<file path="src/hdl/dsp_pkg.sv">
`default_nettype none

package dsp_pkg;

    localparam int lane_count = 4;
    localparam int code_w     = 8;
    localparam int weight_w   = 8;
    localparam int ffe_taps   = 3;
    localparam int chan_taps  = 3;
    localparam int shift_w    = 3;
    localparam int est_w      = 10;
    localparam int ecode_w    = 10;
    localparam int err_w      = 11;
    localparam int cost_w     = 24;

    // Full precision FFE sum, and e - 2*s*hs in the detector
    localparam int ffe_acc_w  = code_w + weight_w + 2;
    localparam int diff_w     = err_w + 1;

    // Latency from codes_i to the error register and to the outputs
    localparam int err_lat     = 4;
    localparam int out_lat     = 6;
    localparam int align_depth = out_lat - err_lat;

    localparam int apb_addr_w = 8;
    localparam int apb_data_w = 32;
    localparam int thresh_lsb = 16;

    localparam logic [apb_addr_w-1:0] addr_ffe_w    = 8'h00;
    localparam logic [apb_addr_w-1:0] addr_ffe_ctl  = 8'h04;
    localparam logic [apb_addr_w-1:0] addr_chan_h   = 8'h08;
    localparam logic [apb_addr_w-1:0] addr_chan_ctl = 8'h0C;

    typedef logic signed [code_w-1:0]    code_t;
    typedef logic signed [weight_w-1:0]  weight_t;
    typedef logic signed [est_w-1:0]     est_t;
    typedef logic signed [ecode_w-1:0]   ecode_t;
    typedef logic signed [err_w-1:0]     err_t;
    typedef logic signed [cost_w-1:0]    cost_t;
    typedef logic signed [ffe_acc_w-1:0] ffe_acc_t;
    typedef logic signed [diff_w-1:0]    diff_t;
    typedef logic [shift_w-1:0]          shift_t;

    typedef struct packed {
        code_t [lane_count-1:0] lane;
    } code_group_t;

    typedef struct packed {
        weight_t [ffe_taps-1:0]  ffe_w;
        shift_t                  ffe_shift;
        est_t                    thresh;
        weight_t [chan_taps-1:0] chan_h;
        shift_t                  chan_shift;
    } cfg_t;

    typedef struct packed {
        logic [lane_count-1:0] lane;
    } bit_group_t;

    typedef struct packed {
        err_t [lane_count-1:0] lane;
    } err_group_t;

    typedef enum logic [1:0] {
        det_none      = 2'd0,
        det_flip_cur  = 2'd1,
        det_flip_next = 2'd2
    } det_e;

    typedef struct packed {
        det_e [lane_count-1:0] lane;
    } det_group_t;

endpackage

`default_nettype wire

</file>
<file path="src/hdl/code_history.sv">
`default_nettype none

module code_history (
    input  wire logic                 clk,
    input  wire logic                 rst_n_i,
    input  wire dsp_pkg::code_group_t codes_i,
    output dsp_pkg::code_group_t      cur_o,
    output dsp_pkg::code_group_t      prev_o,
    output dsp_pkg::code_group_t      aligned_o
);

    dsp_pkg::code_group_t cur_q;
    dsp_pkg::code_group_t prev_q;
    dsp_pkg::code_group_t aligned_q;

    // prev_q also serves as the second stage of the alignment delay
    always_ff @(posedge clk) begin
        if (!rst_n_i) begin
            cur_q     <= '0;
            prev_q    <= '0;
            aligned_q <= '0;
        end else begin
            cur_q     <= codes_i;
            prev_q    <= cur_q;
            aligned_q <= prev_q;
        end
    end

    assign cur_o     = cur_q;
    assign prev_o    = prev_q;
    assign aligned_o = aligned_q;

endmodule

`default_nettype wire

</file>
<file path="config.mk">
export PLATFORM = sky130hd
export DESIGN_NAME = code_history
export DESIGN_NICKNAME = d
export VERILOG_FILES = /design/src/hdl/dsp_pkg.sv /design/src/hdl/code_history.sv
export SDC_FILE = /design/constraint.sdc
export NUM_CORES = 1
export LEC_CHECK = 0
export BUFFER_PORTS_ARGS = -buffer_cell sky130_fd_sc_hd__buf_4
export CORE_ASPECT_RATIO = 1.4
export CORE_MARGIN = 4
export CORE_UTILIZATION = 30
export DETAILED_ROUTE_END_ITERATION = 16
export GPL_TIMING_DRIVEN = 1
export PLACE_DENSITY = 0.67
export SYNTH_ARGS = -nofsm -noshare
export SYNTH_HDL_FRONTEND = slang
export SYNTH_SLANG_ARGS = --single-unit
</file>
<file path="constraint.sdc">
create_clock -name clk -period 0.8 [get_ports clk]
set_input_delay 0.16 -clock clk [delete_from_list [all_inputs] [get_ports clk]]
set_output_delay 0.16 -clock clk [all_outputs]
set_load 0.02 [all_outputs]
</file>
==> results.md <==
- Result of the run: finished with violations
- Violations in the final reports: setup timing
- Die span in x: 86.74 µm
- Synthesized netlist net count: around 240
- Grt met1 use: 0.1153
- Synth warnings: 0
- Launching element of the worst setup path: prev_o[8]
- H-Tree Depth: 3
- Power density over the cells: ~2300 nW/µm²
- Endpoints failing hold: 0
- Number of global-route vias before repair: between 1500 and 2000
- Clock sinks: 96
- Number of buffers inserted for hold repair after clock tree synthesis: 0
- Wire length of the first global-routing pass: roughly 8300 µm
- Initial antenna violation count: 0
- Sequential area share after synthesis: 0.7381
- Minimum setup slack in the final design: -0.1457 ns
- Later-pin clock latency in the skew report: 0.33 ns
- Leading area contributor after synthesis: dfxtp_1
- Final setup violation count: 96
- Worst Setup Slack post-DPL: -0.1957 ns
- Post-Synthesis Cells: a little over 200
- Number of synthesized flops with an enable pin: 0
- Cell area after synthesis: roughly 2600 µm²
- Final Max Slew Viols: 0
- Routability-driven placement congestion ratio: slightly below 0.7
- CP cell instances: buf_6
- Share of Yosys cell area claimed by the top area cell type: 0.7381
- Overflow left after global routing: 0
- Buffers plus inverters on the worst setup path: 1
- Layout cell share with drive strength beyond 1: 0.7160
- Die footprint: 10250 µm²
- Pin count of the biggest net entering global routing: between 90 and 100
- Unrepaired setup endpoints after global routing: true
- Leakage: 1.984 nW
- Slew of the pin with the lowest slew margin: 0.6476 ns
- Total CTS buffers: 9
- Number of I/O pins: 130
- Area added between synthesis and finish: 69.53%
- Remaining number of nets flagged by the antenna check after routing: 0
- Top fanout value on the critical path: 2
- Nets: about 370
- Reg-to-reg startpoint: cur_o[18]
- Final worst path period need: approximately 0.95 ns
- Synth cell count leaders: 96 x and2_1, 96 x dfxtp_1, 5 x buf_2, 5 x buf_6
- Largest delay share family, worst path: flip-flops
- Class of the tightest hold or removal check: in2reg
- Mean area per synthesized cell: 12.89 µm²
- FILL cells: 709
- Total wire length after detailed routing: between 5000 and 6000 µm
- WL/cell: 12.16 µm
- Antenna fix cells: 0
- Type of origin of the critical path: flip-flop
- Fmax: approximately 1100 MHz
- Cell at the root of the clock tree: clkbuf_16
- Die extent in y: 118.2 µm
- Number of optimization iterations in the first detailed-route pass: 4
- Placeable core area: slightly above 8000 µm²
- Maxcap violations: 0
- Met2 track utilization from global routing: 0.1662
- FFs w/ async S/R, synth: 0
- Remaining DRCs: 0
- Clock Path Buffers: 2
- Quantity of I/O buffers inserted on ports: between 100 and 150
- Startpoint-to-endpoint class of the critical path: reg2out
- Clock tree from TritonCTS: built
- Total Routing Usage GR: 0.1063
- Overall via count from detail_route: approximately 1700
- Slowest-stage cell, CP: dfxtp_2
- Clock transition time at the flip-flop clock pins of the worst setup and hold paths: around 0.060 ns
- Initial Util: 0.3139
- Worst setup skew after layout: 0.003945 ns
- Row count: 39
- Post-detailed-route via-to-cell ratio: just under 4
- Primary FF master, synth: dfxtp_1
- Slew Limit Headroom: 0.5683
- Critical path required time: between 0.6 and 0.7 ns
- Iteration-0 DRC Markers: 59
- Crit path DAT: 0.79 ns
- Maximum resistive drop on vdd: roughly 1800 µV
- Synth Register Bits: 96
- Leading post-synthesis cells by cell area: dfxtp_1 74%, and2_1 23%, buf_6 2.2%
- Max incr delay on CP: roughly 0.34 ns
- Post-route setup TNS: -12.71 ns
- Distinct cells, synth: 4
- Met3 track utilization from global routing: 0.04106
- Final critical-path share of the clock period: 1.182
- Startpoint of the lowest-slack hold path: codes_i[31]
- Highest-utilization routing layer at the global route stage: met2
- Kind of end point of the critical path: output pin
per-layer routing:
metal  wire length, µm  vias to the layer above  share of wire
met4               196                        0          0.037
li1                  -                      865              -
met3               535                       11           0.10
met2              2668                       77           0.50
met5                 0                        -              0
met1              1948                      784           0.36
final cells by class:
type,count,area [µm²],share of cell area
Clock buffer,10,239.0,0.05414
Clock inverter,6,68.82,0.01559
Multi-Input combinational cell,96,600.6,0.1361
Tap cell,102,127.6,0.02891
Timing Repair Buffer,130,1336,0.3027
Sequential cell,96,2042,0.4626
layout by cell type, fill, tap and decap left out:
| cell | n |
|---|---|
| and2_1 | 96 |
| clkbuf_16 | 9 |
| clkbuf_8 | 1 |
| buf_4 | 34 |
| clkinv_4 | 1 |
| bufinv_16 | 1 |
| buf_6 | 96 |
| clkinvlp_4 | 4 |
| dfxtp_2 | 96 |
registers in the layout, indices dropped and copies added (netlist names):
signal	count
cur_o	32
aligned_o	32
prev_o	32
where the power goes:
part           internal, mW  switching [mW]
Combinational         0.541           0.423
Sequential             5.01           0.111
Clock                  2.51            1.73
logic make-up (layout without fill, tap and decap cells):
family / count (synthesis) / in the layout / synth area share
buf+inv: 10 / 146 / 0.03123
flops: 96 / 96 / 0.7381
simple gates: 96 / 96 / 0.2307
stage by stage:
stage,area [µm²],cells,power [mW],hold WS (ns),utilization
global placement,3618,423,6.007,0.3670,0.4362
detailed placement,3618,423,6.017,0.3704,0.4362
CTS,4414,440,10.51,0.01192,0.5321
floorplan,2604,202,5.576,0.2817,-
global route,4414,440,10.75,0.02050,0.5321
finish,4414,440,10.32,0.02842,0.5321
worst paths after layout:
kind	end	slack [ns]	depth (start not counted)
worst max-delay path	prev_o[8]	-0.15	1
worst min-delay path	cur_o[31]	0.03	2
worst max register to register	prev_o[18]	0.11	2
worst min register to register	aligned_o[16]	0.47	1
repair_timing:
item / in CTS / in global routing
cloned: 0 / 0
gates resized for setup: 192 / 0
setup buffers: 1 / 0
endpoints found under the setup margin: 96 / 96
Power figures use the tool's default switching activity.
