$ cat src/hdl/dsp_pkg.sv
`default_nettype none

package dsp_pkg;

    localparam int lane_count = 4;
    localparam int code_w     = 8;
    localparam int weight_w   = 8;
    localparam int ffe_taps   = 3;
    localparam int chan_taps  = 3;
    localparam int shift_w    = 3;
    localparam int est_w      = 10;
    localparam int ecode_w    = 10;
    localparam int err_w      = 11;
    localparam int cost_w     = 24;

    // Full precision FFE sum, and e - 2*s*hs in the detector
    localparam int ffe_acc_w  = code_w + weight_w + 2;
    localparam int diff_w     = err_w + 1;

    // Latency from codes_i to the error register and to the outputs
    localparam int err_lat     = 4;
    localparam int out_lat     = 6;
    localparam int align_depth = out_lat - err_lat;

    localparam int apb_addr_w = 8;
    localparam int apb_data_w = 32;
    localparam int thresh_lsb = 16;

    localparam logic [apb_addr_w-1:0] addr_ffe_w    = 8'h00;
    localparam logic [apb_addr_w-1:0] addr_ffe_ctl  = 8'h04;
    localparam logic [apb_addr_w-1:0] addr_chan_h   = 8'h08;
    localparam logic [apb_addr_w-1:0] addr_chan_ctl = 8'h0C;

    typedef logic signed [code_w-1:0]    code_t;
    typedef logic signed [weight_w-1:0]  weight_t;
    typedef logic signed [est_w-1:0]     est_t;
    typedef logic signed [ecode_w-1:0]   ecode_t;
    typedef logic signed [err_w-1:0]     err_t;
    typedef logic signed [cost_w-1:0]    cost_t;
    typedef logic signed [ffe_acc_w-1:0] ffe_acc_t;
    typedef logic signed [diff_w-1:0]    diff_t;
    typedef logic [shift_w-1:0]          shift_t;

    typedef struct packed {
        code_t [lane_count-1:0] lane;
    } code_group_t;

    typedef struct packed {
        weight_t [ffe_taps-1:0]  ffe_w;
        shift_t                  ffe_shift;
        est_t                    thresh;
        weight_t [chan_taps-1:0] chan_h;
        shift_t                  chan_shift;
    } cfg_t;

    typedef struct packed {
        logic [lane_count-1:0] lane;
    } bit_group_t;

    typedef struct packed {
        err_t [lane_count-1:0] lane;
    } err_group_t;

    typedef enum logic [1:0] {
        det_none      = 2'd0,
        det_flip_cur  = 2'd1,
        det_flip_next = 2'd2
    } det_e;

    typedef struct packed {
        det_e [lane_count-1:0] lane;
    } det_group_t;

endpackage

`default_nettype wire

$ cat src/hdl/ffe_slicer.sv
`default_nettype none

module ffe_slicer (
    input  wire logic                 clk,
    input  wire logic                 rst_n_i,
    input  wire dsp_pkg::code_group_t cur_i,
    input  wire dsp_pkg::code_group_t prev_i,
    input  wire dsp_pkg::cfg_t        cfg_i,
    output dsp_pkg::bit_group_t       bits_o,
    output dsp_pkg::bit_group_t       bits_prev_o
);

    // Oldest sample in index 0, current group in the upper lanes
    logic [2*dsp_pkg::lane_count-1:0][dsp_pkg::code_w-1:0] code_win;
    dsp_pkg::est_t [dsp_pkg::lane_count-1:0]               est_d;
    dsp_pkg::est_t [dsp_pkg::lane_count-1:0]               est_q;
    dsp_pkg::bit_group_t                                   bits_d;
    dsp_pkg::bit_group_t                                   bits_q;
    dsp_pkg::bit_group_t                                   bits_prev_q;

    assign code_win = {cur_i.lane, prev_i.lane};

    always_comb begin
        dsp_pkg::ffe_acc_t acc;
        dsp_pkg::ffe_acc_t shifted;
        for (int l = 0; l < dsp_pkg::lane_count; l++) begin
            acc = '0;
            for (int k = 0; k < dsp_pkg::ffe_taps; k++) begin
                acc = acc
                    + dsp_pkg::ffe_acc_t'($signed(code_win[dsp_pkg::lane_count + l - k]))
                    * dsp_pkg::ffe_acc_t'($signed(cfg_i.ffe_w[k]));
            end
            shifted = acc >>> cfg_i.ffe_shift;
            // Saturate when the upper bits are not a sign extension
            if (&shifted[dsp_pkg::ffe_acc_w-1:dsp_pkg::est_w-1]
                    || ~|shifted[dsp_pkg::ffe_acc_w-1:dsp_pkg::est_w-1]) begin
                est_d[l] = shifted[dsp_pkg::est_w-1:0];
            end else if (shifted[dsp_pkg::ffe_acc_w-1]) begin
                est_d[l] = {1'b1, {(dsp_pkg::est_w-1){1'b0}}};
            end else begin
                est_d[l] = {1'b0, {(dsp_pkg::est_w-1){1'b1}}};
            end
        end
    end

    always_comb begin
        for (int l = 0; l < dsp_pkg::lane_count; l++) begin
            bits_d.lane[l] = $signed(est_q[l]) >= $signed(cfg_i.thresh);
        end
    end

    always_ff @(posedge clk) begin
        if (!rst_n_i) begin
            est_q       <= '0;
            bits_q      <= '0;
            bits_prev_q <= '0;
        end else begin
            est_q       <= est_d;
            bits_q      <= bits_d;
            bits_prev_q <= bits_q;
        end
    end

    assign bits_o      = bits_q;
    assign bits_prev_o = bits_prev_q;

endmodule

`default_nettype wire

$ cat config.mk
export PLATFORM = sky130hd
export DESIGN_NAME = ffe_slicer
export DESIGN_NICKNAME = d
export VERILOG_FILES = /design/src/hdl/dsp_pkg.sv /design/src/hdl/ffe_slicer.sv
export SDC_FILE = /design/constraint.sdc
export NUM_CORES = 2
export LEC_CHECK = 0
export BUFFER_PORTS_ARGS = -buffer_cell sky130_fd_sc_hd__buf_2
export CELL_PAD_IN_SITES_DETAIL_PLACEMENT = 2
export CELL_PAD_IN_SITES_GLOBAL_PLACEMENT = 2
export CORE_UTILIZATION = 36
export CTS_CLUSTER_DIAMETER = 50
export DETAILED_ROUTE_END_ITERATION = 7
export GPL_ROUTABILITY_DRIVEN = 0
export GPL_TIMING_DRIVEN = 0
export PLACE_DENSITY = 0.83
export SLEW_MARGIN = 10
export SYNTH_ARGS = -nofsm -noshare
export SYNTH_HDL_FRONTEND = slang
export SYNTH_SLANG_ARGS = --single-unit
$ cat constraint.sdc
create_clock -name clk -period 7.85 [get_ports clk]
set_input_delay 1.57 -clock clk [delete_from_list [all_inputs] [get_ports clk]]
set_output_delay 1.57 -clock clk [all_outputs]
set_load 0.005 [all_outputs]
==> summary.md, run 1 <==
| Metric | Value |
|---|---|
| EDFF count, synth | `0` |
| Sequential-to-total area share from yosys stat | `0.0255` |
| Top FF cell, synth | `dfxtp_1` |
| Initial antenna violation count | `88` |
| Die Y | `around 330 um` |
| TritonCTS Buffers | `5` |
| Width of the die | `325 um` |
| Exit stage | `global routing` |
| Netlist cell types | `80` |
| Status | `stopped before the end` |
| Ys async rst share | `0` |
| Initial core utilization | `0.363` |
| FF+latch count, synth | `48` |
| Dpl hpwl | `142000 um` |
| CTS Root Cell | `clkbuf_16` |
| Avg Cell Area, Syn | `9.22 um^2` |
| Placed cells | `5554` |
| TritonCTS Sinks | `48` |
| GR repair worst EP | `est_q[17]$_SDFF_PN0_/D` |
| Run Error | `[ERROR GRT-0232] Routing congestion too high. Check the congestion heatmap in the GUI.` |
| Syn nets | `5475` |
| H-tree Lvls | `2` |
| Worst_ep kind | `register data pin` |
| Mapped Area | `37600 um^2` |
| Largest net degree at the start of global routing | `15` |
| Total GRT Usage | `0.692` |
| Port bufs | `94` |
| CTS Buffer Depth | `2` |
| Synth Warn # | `0` |
| Gr ovfl total | `8` |
| IO Count | `138` |
| Row count | `between 100 and 150` |
| Cell count after synthesis | `4080` |
## what timing repair did
| item | 4_1_cts |
|---|---|
| hold buffers | 0 |
| endpoints found under the setup margin | 40 |
| cloned | 7 |
| resized for setup | 626 |
| pin swaps | 170 |
| setup buffers | 140 |
## per-stage QoR
step	setup TNS, ns	cell area (um^2)	worst slack [ns]
floorplan	-4.03	38500	-0.317
global placement	-71.03	40700	-1.95
detailed placement	-79.02	40700	-2.27
CTS	-20.85	44900	-0.704
## routing by layer
metal | overflow | track usage
met1 | 0 | 0.658
met2 | 5 | 0.829
met3 | 0 | 0.592
met4 | 3 | 0.718
met5 | 0 | 0.373
## cell usage after synthesis, drive strengths merged, types with 24 or more instances
cell type	number	area [um^2]
nand2b	33	206
xnor2	76	666
o21a	24	180
mux2i	67	671
clkbuf	152	571
nor2	143	537
ha	332	4150
a21oi	98	490
fa	933	18700
inv	1050	3940
a211oi	30	235
o21ai	87	435
and2	397	2480
dfxtp	48	961
nand2	350	1310
## cell families after synthesis
group	Yosys count	share of synthesized area
muxes	86	0.0250
and+or+nand+nor	1019	0.137
xor gates and xnor gates	88	0.0212
adders and majority gates	1265	0.607
buffers and inverters	1212	0.121
AOI/OAI and AO/OA	362	0.0636
DFF	48	0.0255
==> run 2: changes to the inputs <==
==> config.mk (replaced) <==
export PLATFORM = sky130hd
export DESIGN_NAME = ffe_slicer
export DESIGN_NICKNAME = d
export VERILOG_FILES = /design/src/hdl/dsp_pkg.sv /design/src/hdl/ffe_slicer.sv
export SDC_FILE = /design/constraint.sdc
export NUM_CORES = 2
export LEC_CHECK = 0
export BUFFER_PORTS_ARGS = -buffer_cell sky130_fd_sc_hd__buf_2
export CORE_UTILIZATION = 21
export DETAILED_ROUTE_END_ITERATION = 7
export GPL_ROUTABILITY_DRIVEN = 0
export GPL_TIMING_DRIVEN = 0
export PLACE_DENSITY_LB_ADDON = 0.15
export SLEW_MARGIN = 10
export SYNTH_ARGS = -nofsm -noshare
export SYNTH_HDL_FRONTEND = slang
export SYNTH_SLANG_ARGS = --single-unit
==> constraint.sdc (replaced) <==
create_clock -name clk -period 10.21 [get_ports clk]
set_input_delay 2.042 -clock clk [delete_from_list [all_inputs] [get_ports clk]]
set_output_delay 2.042 -clock clk [all_outputs]
set_load 0.005 [all_outputs]
==> run 2 against run 1 <==
The run now ends clean. Synthesized area stayed put. Synthesized cell count is the same.
==> summary.md, run 2 <==
| Metric | Value |
|---|---|
| Routed WL | `146000 um` |
| Slew Limit Fails | `0` |
| DRC Markers | `0` |
| Fill count | `19515` |
| TritonCTS Buffers | `5` |
| Drt pass-1 iters | `5` |
| CP most frequent cell | `fa_1` |
| Yosys top cell by area | `fa_1` |
| FF+latch count, synth | `between 40 and 50` |
| Startpoint types | `input port` |
| IO Count | `between 100 and 150` |
| Avg Cell Area, Syn | `9.22 um^2` |
| Critical path class | `input port to flip-flop` |
| Total GRT Usage | `0.166` |
| Mapped Area | `37600 um^2` |
| Gr ovfl total | `0` |
| Measured slew at the worst slew-check pin | `roughly 1.4 ns` |
| Initial core utilization | `0.212` |
| Levels on crit path | `28` |
| Endpoints failing hold | `0` |
| Drt wl/cell | `22.4 um` |
| Slowest-stage cell, CP | `fa_1` |
| MaxCap Viol Count | `0` |
| Row count | `154` |
| Worst EP required | `10.38 ns` |
| Area share of the largest cell type after synthesis | `0.497` |
| CTS Root Cell | `clkbuf_16` |
| Worst R2R Setup Slack | `8.03 ns` |
| Worst path bufs/invs | `9` |
| Width of the die | `425 um` |
| Setup ws final | `0.269 ns` |
| Post-synth top cells | `1047 x inv_1, 933 x fa_1, 397 x and2_1` |
| CTS Buffer Depth | `2` |
| Fmax achieved | `101 MHz` |
| Initial antenna violation count | `40` |
| Synth Warn # | `0` |
| Rel. slew slack | `0.0633` |
| Layout cell share with drive strength beyond 1 | `0.0600` |
| Global-route wire length before repair | `215000 um` |
| Die area | `~180000 um^2` |
| Max reg flops | `40` |
| Dpl hpwl | `between 100000 and 150000 um` |
| Die Y | `425 um` |
| Via/cell ratio | `4.14` |
| CP Max Fanout | `10` |
| Ys async rst share | `0` |
| Final Core Density | `0.235` |
| EDFF count, synth | `0` |
| Synth top area cells | `fa_1 50%, ha_1 11%, inv_1 10%` |
| DR iter-0 viols | `around 1700` |
| CP Launch Point | `cfg_i[49]` |
| Most frequent cells in the layout | `1046 x inv_1, 929 x fa_1, 392 x and2_1, 349 x nand2_1, 332 x ha_1` |
| Cell count after synthesis | `4080` |
| Worst reg2reg path endpoint | `bits_o[1]` |
| Worst-Skew Late Latency | `approximately 0.29 ns` |
| Port bufs | `94` |
| Net count reported at finish | `5578` |
| H-tree Lvls | `2` |
| TritonCTS Sinks | `48` |
| Vias in the first global route | `29875` |
| Syn-to-layout area delta | `10.5%` |
| Final setup fails | `0` |
| Final worst path period share | `0.974` |
| Worst reg2reg path depth | `11` |
| Netlist cell types | `80` |
| FF-to-FF Start | `est_q[11]` |
| Top-count cell post-synth | `inv_1` |
| Crit path capture type | `flip-flop` |
| Core ar. | `177000 um^2` |
| Syn nets | `5475` |
| Crit-path leading delay family | `adder cells` |
| Critical path data arrival time | `10.11 ns` |
| Antenna viol nets, final | `0` |
| CTS tree | `yes` |
| Final min period | `9.94 ns` |
| Largest net degree at the start of global routing | `17` |
| Worst min path class | `flip-flop to flip-flop` |
| CTS clock-pin slew for the worst setup and hold paths | `0.07 ns` |
| RSZ-0062 raised after global routing | `false` |
| Sequential-to-total area share from yosys stat | `0.0255` |
| Largest Register | `est_q` |
| Critical Path End | `est_q[35]` |
| Via count | `27031` |
| Top FF cell, synth | `dfxtp_1` |
| Clk_skew | `0.00482 ns` |
| Commonest non-fill, non-tap cell in the layout | `inv_1` |
| Status | `finished, final reports clean` |
| Crit path largest cell delay | `roughly 0.70 ns` |
| Setup WS pre-CTS | `-1.35 ns` |
run 2: cell counts after synthesis:
Identical to the previous run, type by type.
run 2: how the worst min path moves through the flow:
stage | depth (start not counted) | endpoint | slack, ns | startpoint
global placement | 1 | bits_prev_o[2] | 0.44 | bits_o[2]
finish | 1 | bits_prev_o[2] | 0.46 | bits_o[2]
global route | 1 | bits_prev_o[0] | 0.49 | bits_o[0]
floorplan | 1 | bits_prev_o[0] | 0.46 | bits_o[0]
detailed placement | 1 | bits_prev_o[1] | 0.44 | bits_o[1]
CTS | 1 | bits_prev_o[1] | 0.46 | bits_o[1]
run 2: cell type report:
| type | instances | area [um^2] | share of cell area |
|---|---|---|---|
| Inverter | 1051 | 3950 | 0.0951 |
| Buffer | 159 | 767 | 0.0185 |
| Clock buffer | 6 | 139 | 0.00334 |
| Multi-Input combinational cell | 2820 | 32300 | 0.776 |
| Antenna cell | 12 | 30.0 | 0.000723 |
| Tap cell | 2340 | 2930 | 0.0705 |
| Clock inverter | 2 | 17.5 | 0.000422 |
| Timing Repair Buffer | 98 | 505 | 0.0122 |
| Sequential cell | 48 | 961 | 0.0231 |
run 2: cells by family after synthesis:
| kind of cell | synth area share |
|---|---|
| adders and majority gates | 0.607 |
| and+or+nand+nor | 0.137 |
| buffers and inverters | 0.121 |
| xor gates and xnor gates | 0.0212 |
| AOI/OAI and AO/OA | 0.0636 |
| muxes | 0.0250 |
| DFF | 0.0255 |
run 2: per-layer routing:
layer	GRT usage	vias to the layer above	routed length [um]	part of all wire
met5	0	-	61	0.00042
met4	0.0311	10	3560	0.024
met3	0.0192	126	7660	0.052
met2	0.275	634	68000	0.46
met1	0.232	13897	67100	0.46
li1	-	12364	-	-
run 2: per-stage QoR:
step           hold WS, ns  TNS (ns)  instances  area [um^2]
6_report             0.456         0       6536        41600
5_1_grt              0.489         0       6529        41500
4_1_cts              0.459         0       6523        41300
3_3_place_gp         0.442    -37.06       6514        41000
2_1_floorplan        0.459         0       4080        37600
3_5_place_dp         0.443    -37.88       6514        41000
run 2: timing repair:
action	in CTS	in global routing
endpoints found under the setup margin	36	36
gates resized for setup	60	170
hold buffers	0	0
pin swaps	0	2
buffers inserted	1	3
run 2: worst register-to-register path, stage by stage (launching register included):
cell and delay (ns):
dfxtp_1 0.31, ha_1 0.28, nor2b_1 0.13, o21a_1 0.16, o21a_1 0.16, o21a_1 0.15, o21ai_0 0.14, nand3b_1 0.09
a21o_1 0.18, a21o_1 0.17, a21oi_1 0.19, a31oi_1 0.10
Power of run 2 is left out: the tool's default activity adds up to more than one toggle a clock period on the data nets, which glitch-free logic cannot reach.
