===== src/hdl/dsp_pkg.sv =====
`default_nettype none

package dsp_pkg;

    localparam int lane_count = 4;
    localparam int code_w     = 8;
    localparam int weight_w   = 8;
    localparam int ffe_taps   = 3;
    localparam int chan_taps  = 3;
    localparam int shift_w    = 3;
    localparam int est_w      = 10;
    localparam int ecode_w    = 10;
    localparam int err_w      = 11;
    localparam int cost_w     = 24;

    // Full precision FFE sum, and e - 2*s*hs in the detector
    localparam int ffe_acc_w  = code_w + weight_w + 2;
    localparam int diff_w     = err_w + 1;

    // Latency from codes_i to the error register and to the outputs
    localparam int err_lat     = 4;
    localparam int out_lat     = 6;
    localparam int align_depth = out_lat - err_lat;

    localparam int apb_addr_w = 8;
    localparam int apb_data_w = 32;
    localparam int thresh_lsb = 16;

    localparam logic [apb_addr_w-1:0] addr_ffe_w    = 8'h00;
    localparam logic [apb_addr_w-1:0] addr_ffe_ctl  = 8'h04;
    localparam logic [apb_addr_w-1:0] addr_chan_h   = 8'h08;
    localparam logic [apb_addr_w-1:0] addr_chan_ctl = 8'h0C;

    typedef logic signed [code_w-1:0]    code_t;
    typedef logic signed [weight_w-1:0]  weight_t;
    typedef logic signed [est_w-1:0]     est_t;
    typedef logic signed [ecode_w-1:0]   ecode_t;
    typedef logic signed [err_w-1:0]     err_t;
    typedef logic signed [cost_w-1:0]    cost_t;
    typedef logic signed [ffe_acc_w-1:0] ffe_acc_t;
    typedef logic signed [diff_w-1:0]    diff_t;
    typedef logic [shift_w-1:0]          shift_t;

    typedef struct packed {
        code_t [lane_count-1:0] lane;
    } code_group_t;

    typedef struct packed {
        weight_t [ffe_taps-1:0]  ffe_w;
        shift_t                  ffe_shift;
        est_t                    thresh;
        weight_t [chan_taps-1:0] chan_h;
        shift_t                  chan_shift;
    } cfg_t;

    typedef struct packed {
        logic [lane_count-1:0] lane;
    } bit_group_t;

    typedef struct packed {
        err_t [lane_count-1:0] lane;
    } err_group_t;

    typedef enum logic [1:0] {
        det_none      = 2'd0,
        det_flip_cur  = 2'd1,
        det_flip_next = 2'd2
    } det_e;

    typedef struct packed {
        det_e [lane_count-1:0] lane;
    } det_group_t;

endpackage

`default_nettype wire


===== src/hdl/dsp_cfg_regs.sv =====
`default_nettype none

module dsp_cfg_regs (
    input  wire logic                           clk,
    input  wire logic                           rst_n_i,
    input  wire logic [dsp_pkg::apb_addr_w-1:0] paddr_i,
    input  wire logic                           psel_i,
    input  wire logic                           penable_i,
    input  wire logic                           pwrite_i,
    input  wire logic [dsp_pkg::apb_data_w-1:0] pwdata_i,
    output logic [dsp_pkg::apb_data_w-1:0]      prdata_o,
    output logic                                pready_o,
    output logic                                pslverr_o,
    output dsp_pkg::cfg_t                       cfg_o
);

    dsp_pkg::cfg_t cfg_q;
    logic          addr_hit;
    logic          wr_en;

    // Address decode and read mux
    always_comb begin
        prdata_o = '0;
        addr_hit = 1'b1;
        case (paddr_i)
            dsp_pkg::addr_ffe_w: begin
                prdata_o[dsp_pkg::ffe_taps*dsp_pkg::weight_w-1:0] = cfg_q.ffe_w;
            end
            dsp_pkg::addr_ffe_ctl: begin
                prdata_o[dsp_pkg::shift_w-1:0] = cfg_q.ffe_shift;
                prdata_o[dsp_pkg::thresh_lsb +: dsp_pkg::est_w] = cfg_q.thresh;
            end
            dsp_pkg::addr_chan_h: begin
                prdata_o[dsp_pkg::chan_taps*dsp_pkg::weight_w-1:0] = cfg_q.chan_h;
            end
            dsp_pkg::addr_chan_ctl: begin
                prdata_o[dsp_pkg::shift_w-1:0] = cfg_q.chan_shift;
            end
            default: begin
                addr_hit = 1'b0;
            end
        endcase
    end

    // Zero wait states
    assign pready_o  = 1'b1;
    assign pslverr_o = psel_i && penable_i && !addr_hit;
    assign wr_en     = psel_i && penable_i && pwrite_i && addr_hit;

    always_ff @(posedge clk) begin
        if (!rst_n_i) begin
            cfg_q <= '0;
        end else if (wr_en) begin
            case (paddr_i)
                dsp_pkg::addr_ffe_w: begin
                    cfg_q.ffe_w <= pwdata_i[dsp_pkg::ffe_taps*dsp_pkg::weight_w-1:0];
                end
                dsp_pkg::addr_ffe_ctl: begin
                    cfg_q.ffe_shift <= pwdata_i[dsp_pkg::shift_w-1:0];
                    cfg_q.thresh    <= pwdata_i[dsp_pkg::thresh_lsb +: dsp_pkg::est_w];
                end
                dsp_pkg::addr_chan_h: begin
                    cfg_q.chan_h <= pwdata_i[dsp_pkg::chan_taps*dsp_pkg::weight_w-1:0];
                end
                default: begin
                    cfg_q.chan_shift <= pwdata_i[dsp_pkg::shift_w-1:0];
                end
            endcase
        end
    end

    assign cfg_o = cfg_q;

endmodule

`default_nettype wire


===== config.mk =====
export PLATFORM = sky130hd
export DESIGN_NAME = dsp_cfg_regs
export DESIGN_NICKNAME = d
export VERILOG_FILES = /design/src/hdl/dsp_pkg.sv /design/src/hdl/dsp_cfg_regs.sv
export SDC_FILE = /design/constraint.sdc
export NUM_CORES = 1
export LEC_CHECK = 0
export BUFFER_PORTS_ARGS = -buffer_cell sky130_fd_sc_hd__clkbuf_2
export CAP_MARGIN = 0
export CORE_AREA = 2 2 84 86
export CTS_BUF_LIST = sky130_fd_sc_hd__clkbuf_16
export CTS_CLUSTER_DIAMETER = 50
export CTS_CLUSTER_SIZE = 40
export DETAILED_ROUTE_END_ITERATION = 6
export DIE_AREA = 0 0 86 88
export PLACE_DENSITY = 0.78
export SYNTH_ARGS = -nofsm -noshare
export SYNTH_HDL_FRONTEND = slang
export SYNTH_SLANG_ARGS = --single-unit

===== constraint.sdc =====
create_clock -name clk -period 1.6 [get_ports clk]
set_input_delay 0.08 -clock clk [delete_from_list [all_inputs] [get_ports clk]]
set_output_delay 0.08 -clock clk [all_outputs]
set_load 0.03 [all_outputs]

==> flow_metrics.env, run 1 <==
export IMPL_status="finished clean"
export IMPL_grt_ovfl_total=0
export IMPL_power_mw=3.81
export IMPL_holdCritPathClass="in -> reg"
export IMPL_layout_drive_gt1_share_pct=35.2
export IMPL_antenna_cells=0
export IMPL_wire_per_inst_um=14.4
export IMPL_chipHeight_um=88
export IMPL_met1_usage_pct=23.9
export IMPL_grt_use_total_pct=20.5
export IMPL_rows=30
export IMPL_clockRootBuffer="clkbuf_16"
export IMPL_yosysSeqAreaShare_pct=42.6
export IMPL_design_area_mm2=0.00404
export IMPL_die_w_um=86
export IMPL_p_leak_nw=2.29
export IMPL_cts_sinks=64
export IMPL_hpwl_um=5470
export IMPL_min_period_ns=1.58
export IMPL_synth_warnings=0
export IMPL_clock_latency_ns=0.32
export IMPL_rsz0062_at_grt="false"
export IMPL_fp_dieArea_mm2=0.00757
export IMPL_peakVddDrop_v=0.000669
export IMPL_start_util_pct=45.3
export IMPL_hold_end="cfg_o[8]"
export IMPL_numPortBuffers=129
export IMPL_placedCellCount=521
export IMPL_critPathLaunch="cfg_o[1]"
export IMPL_top_usage_layer="met2"
export IMPL_grt_max_degree=91
export IMPL_ios=143
export IMPL_largest_reg_flops=64
export IMPL_cp_cell_sequence="mux4_2 -> and3_1 -> clkbuf_8"
export IMPL_area_delta_synth_final_pct=34.3
export IMPL_cp_arrival_ns=1.50
export IMPL_fin_ws_ns=0.0191
export IMPL_grt_pass1_wl_um=12100
export IMPL_path_clk_slew_ns=0.05
export IMPL_antenna_found_initial=0
export IMPL_ff2ff_path_depth=2
export IMPL_fill_cells=616
export IMPL_fin_crit_sh_pct=98.8
export IMPL_min_path_cells=3
export IMPL_slew_viol_final=0
export IMPL_grt_pass1_vias=2629
export IMPL_r2r_end="cfg_o[32]"
export IMPL_h_tree_depth=3
export IMPL_avgViaCountPerCell=5.15
export IMPL_end_kind="primary output"
export IMPL_slowest_stage="mux4_2"
export IMPL_core_area_mm2=0.00664
export IMPL_finalSetupTns_ns=0
export IMPL_cap_violations=0
export IMPL_pre_cts_slack_ns=0.181
export IMPL_syn_cell_area_mm2=0.00301
export IMPL_crit_fanout=3
export IMPL_final_cells=538
export IMPL_power_density_mw_per_mm2=942
export IMPL_slowest_delay_ns=0.48
export IMPL_vias=2771
export IMPL_clk_path_buf_depth=2
export IMPL_synth_cell_types=21
export IMPL_avgSynthCellArea_um2=9.32
export IMPL_r2r_slack_ns=0.93
export IMPL_cts_setup_buffers=0
export IMPL_worstSetupStartpointType="flip-flop"
export IMPL_syn_inst=323
export IMPL_yosys_register_bits=64
export IMPL_cts_tree="yes"
export IMPL_drcViolationCount=0
export IMPL_hold_viol=0
export IMPL_cts_made_buffers=9
export IMPL_r2r_start="cfg_o[32]"
export IMPL_hold_slack_ns=0.0113
export IMPL_gp_congestion=0.791
export IMPL_hp_start="pwdata_i[5]"
export IMPL_grtUsageMet2_pct=35.7
export IMPL_drt_wl_total_um=7740
export IMPL_grt_util_met3_pct=5.18
export IMPL_placed_area_mm2=0.00371
export IMPL_worst_ep_required_time_ns=1.52
export IMPL_firstDrtPassIters=4
export IMPL_drt_iter0_drc=99
export IMPL_crit_type="reg -> out"
export IMPL_layout_common_cells="clkbuf_2 (127), nand2_1 (94), mux2i_1 (85), dfxtp_1 (64), nor2_1 (24)"
export IMPL_num_nets_final=499
export IMPL_fin_util_pct=60.8
export IMPL_ant_nets=0
export IMPL_final_common_cell="clkbuf_2"
export IMPL_max_freq_ghz=0.633
export IMPL_setup_viol=0
export IMPL_finClkSkew_ns=0
-- routing by layer --
| layer | vias up | wire [um] |
|---|---|---|
| li1 | 1335 | - |
| met5 | - | 0 |
| met1 | 1339 | 3340 |
| met3 | 7 | 475 |
| met4 | 0 | 93 |
| met2 | 90 | 3830 |
-- how the worst max path moves through the flow --
stage / depth (start not counted) / end / slack [ns]
finish: 3 / prdata_o[1] / 0.02
global route: 3 / prdata_o[1] / 0.0006
CTS: 3 / prdata_o[1] / 0.009
detailed placement: 5 / cfg_o[54] / 0.18
global placement: 5 / cfg_o[54] / 0.22
floorplan: 4 / prdata_o[10] / 0.19
-- power breakdown --
part           internal (mW)  switching (mW)
clock network           1.33           0.655
logic                 0.0831           0.140
registers               1.60        0.000458
total                   3.01           0.795
-- cell usage after synthesis, drive strengths merged --
master	instances	area share, %
nand4b	1	0.29
nor4	1	0.71
clkbuf	14	1.7
nand4	2	0.62
nor2	24	3.0
nand3	1	0.33
dfxtp	64	43
nor3	1	0.17
and3	5	1.0
buf	16	4.2
mux2i	85	28
nor2b	1	0.21
mux4	3	2.2
a2bb2oi	8	2.3
and4	1	0.29
nand2	94	12
conb	2	0.25
-- cells by family (layout without fill, tap and decap cells) --
logic type	after synthesis	in the layout	share of synthesized area (%)
AO/OA/AOI/OAI	8	8	2.33
buffers and inverters	30	160	5.98
flip-flops	64	64	42.6
multiplexers	88	88	30.5
other	2	7	0.249
AND/OR/NAND/NOR	131	131	18.4
-- area by class of cell --
type | count | area (um2) | share of cell area (%)
Multi-Input combinational cell | 234 | 1570 | 38.8
Tap cell | 80 | 100 | 2.48
Clock buffer | 9 | 225 | 5.57
Sequential cell | 64 | 1280 | 31.7
Timing Repair Buffer | 145 | 792 | 19.6
Clock inverter | 6 | 76.3 | 1.89
-- critical path, delay by kind of cell, from the launching register on --
family | cells | cell delay (ns)
multiplexers | 1 | 0.48
flip-flops | 1 | 0.33
AND/OR/NAND/NOR | 1 | 0.21
buffers and inverters | 1 | 0.16
-- timing repair --
action	CTS	global route
endpoints found under the setup margin	1	1
pin swaps	0	0
cloned	0	0
hold buffers	2	0
gates resized for setup	2	1
hold endpoints to repair	2	0
Power figures use the tool's default switching activity.
==> inputs of run 2 (changes only) <==
Settings changed: BUFFER_PORTS_ARGS -buffer_cell sky130_fd_sc_hd__clkbuf_2 to -buffer_cell sky130_fd_sc_hd__buf_2.
==> flow_metrics.env, run 2 (same netlist as run 1, synthesis figures left out) <==
export IMPL_clk_path_buf_depth=2
export IMPL_ctsHoldBuffers=0
export IMPL_drcViolationCount=0
export IMPL_p_leak_nw=2.33
export IMPL_slowest_delay_ns=0.48
export IMPL_finalSetupTns_ns=0
export IMPL_crit_type="reg -> out"
export IMPL_hpwl_um=5880
export IMPL_switching_share_pct=22.8
export IMPL_numPortBuffers=129
export IMPL_fin_crit_sh_pct=98.0
export IMPL_end_kind="primary output"
export IMPL_rsz0062_at_grt="false"
export IMPL_grt_pass1_vias=2661
export IMPL_pwr_share_seq_pct=45.8
export IMPL_worstSetupStartpointType="flip-flop"
export IMPL_r2r_slack_ns=0.88
export IMPL_grt_ovfl_total=0
export IMPL_tightest_slew_ns=0.514
export IMPL_cp_arrival_ns=1.49
export IMPL_clock_latency_ns=0.32
export IMPL_chipHeight_um=88
export IMPL_cp_cell_sequence="mux4_2 -> and3_1 -> buf_4"
export IMPL_drt_iter0_drc=90
export IMPL_grt_pass1_wl_um=12500
export IMPL_min_period_ns=1.57
export IMPL_p_int_mw=2.69
export IMPL_crit_buf_inv=1
export IMPL_start_util_pct=45.3
export IMPL_hold_viol=0
export IMPL_max_freq_ghz=0.638
export IMPL_grt_max_degree=38
export IMPL_path_delay_family="multiplexers"
export IMPL_power_density_mw_per_mm2=873
export IMPL_h_tree_depth=3
export IMPL_layout_drive_gt1_share_pct=36.3
export IMPL_design_area_mm2=0.00400
export IMPL_num_nets_final=497
export IMPL_setup_viol=0
export IMPL_ios=143
export IMPL_rows=30
export IMPL_cts_made_buffers=9
export IMPL_finClkSkew_ns=0
export IMPL_drt_wl_total_um=7990
export IMPL_crit_fanout=3
export IMPL_cts_sinks=64
export IMPL_firstDrtPassIters=4
export IMPL_ant_nets=0
export IMPL_switchingPower_mw=0.797
export IMPL_clkPwrFrac_pct=47.8
export IMPL_vias=2757
export IMPL_clockRootBuffer="clkbuf_16"
export IMPL_antenna_found_initial=0
export IMPL_worst_ep_required_time_ns=1.52
export IMPL_area_delta_synth_final_pct=32.8
export IMPL_p_comb_share_pct=6.4
export IMPL_cap_violations=0
export IMPL_antenna_cells=0
export IMPL_layout_common_cells="buf_2 (127), nand2_1 (94), mux2i_1 (85), dfxtp_1 (59), nor2_1 (24)"
export IMPL_die_w_um=86
export IMPL_wire_per_inst_um=14.9
export IMPL_placed_area_mm2=0.00372
export IMPL_cts_tree="yes"
export IMPL_status="finished clean"
export IMPL_grt_use_total_pct=21.1
export IMPL_core_area_mm2=0.00664
export IMPL_relSlewSlack_pct=65.5
export IMPL_largest_reg_flops=64
export IMPL_peakVddDrop_v=0.000647
export IMPL_fp_dieArea_mm2=0.00757
export IMPL_avgViaCountPerCell=5.13
export IMPL_slew_viol_final=0
export IMPL_final_common_cell="buf_2"
export IMPL_holdCritPathClass="in -> reg"
export IMPL_slowest_stage="mux4_2"
export IMPL_gp_congestion=0.808
export IMPL_path_clk_slew_ns=0.05
-- run 2: cell count changes in the layout (fill, tap and decap cells not counted), sizes merged --
cell / previous run / this run
clkinv: 3 / 7
clkbuf: 137 / 9
bufinv: 2 / 0
buf: 15 / 143
dlygate4sd3: 2 / 0
inv: 1 / 0
-- run 2: per-layer routing --
| layer | vias to the layer above | global-route usage [%] | share of wire (%) |
|---|---|---|---|
| met4 | 0 | 9.52 | 2.0 |
| met1 | 1306 | 24.1 | 42 |
| li1 | 1334 | - | - |
| met5 | - | 0 | 0 |
| met3 | 15 | 5.18 | 5.8 |
| met2 | 102 | 37.4 | 51 |
-- run 2: power groups by stage --
stage	Combinational (mW)	Sequential, mW	Clock [mW]
5_1_grt	0.241	1.59	1.79
3_3_place_gp	0.218	1.63	0
6_report	0.224	1.60	1.67
4_1_cts	0.224	1.60	1.70
2_1_floorplan	0.144	1.63	0
3_5_place_dp	0.224	1.63	0
-- run 2: cell type report --
type,instances,area [um2]
clock buffers,9,225
clock inverters,7,28.8
fillers,589,2650
multi-input cells,234,1570
flip-flops and latches,64,1290
well taps,80,100
repair buffers,143,785
-- run 2: worst reg2reg max path, stage by stage, from the launching register on --
cell and delay (ns):
dfxtp_1 0.37, nand2_1 0.07, mux2i_1 0.19
-- run 2: timing repair --
item / 4_1_cts / 5_1_grt
setup buffers: 0 / 0
resized for setup: 0 / 11
setup endpoints to repair: 0 / 2
-- run 2: per-stage QoR --
step	hold WS, ns	setup WS [ns]	power (mW)	instances	util (%)
floorplan	0.219	0.193	1.77	328	-
global route	0.00864	0.00200	3.63	537	60.2
CTS	0.00239	0.00602	3.52	537	59.9
detailed placement	0.341	0.148	1.85	521	56.1
global placement	0.328	0.206	1.85	521	56.1
finish	0.00995	0.0318	3.49	537	60.2
-- run 2: path summary, 6_finish.rpt --
check | from | endpoint | cells after the start
min reg2reg | cfg_o[16] | cfg_o[16] | 2
max | cfg_o[41] | prdata_o[1] | 3
max reg2reg | cfg_o[32] | cfg_o[32] | 2
min | pwdata_i[25] | cfg_o[36] | 3
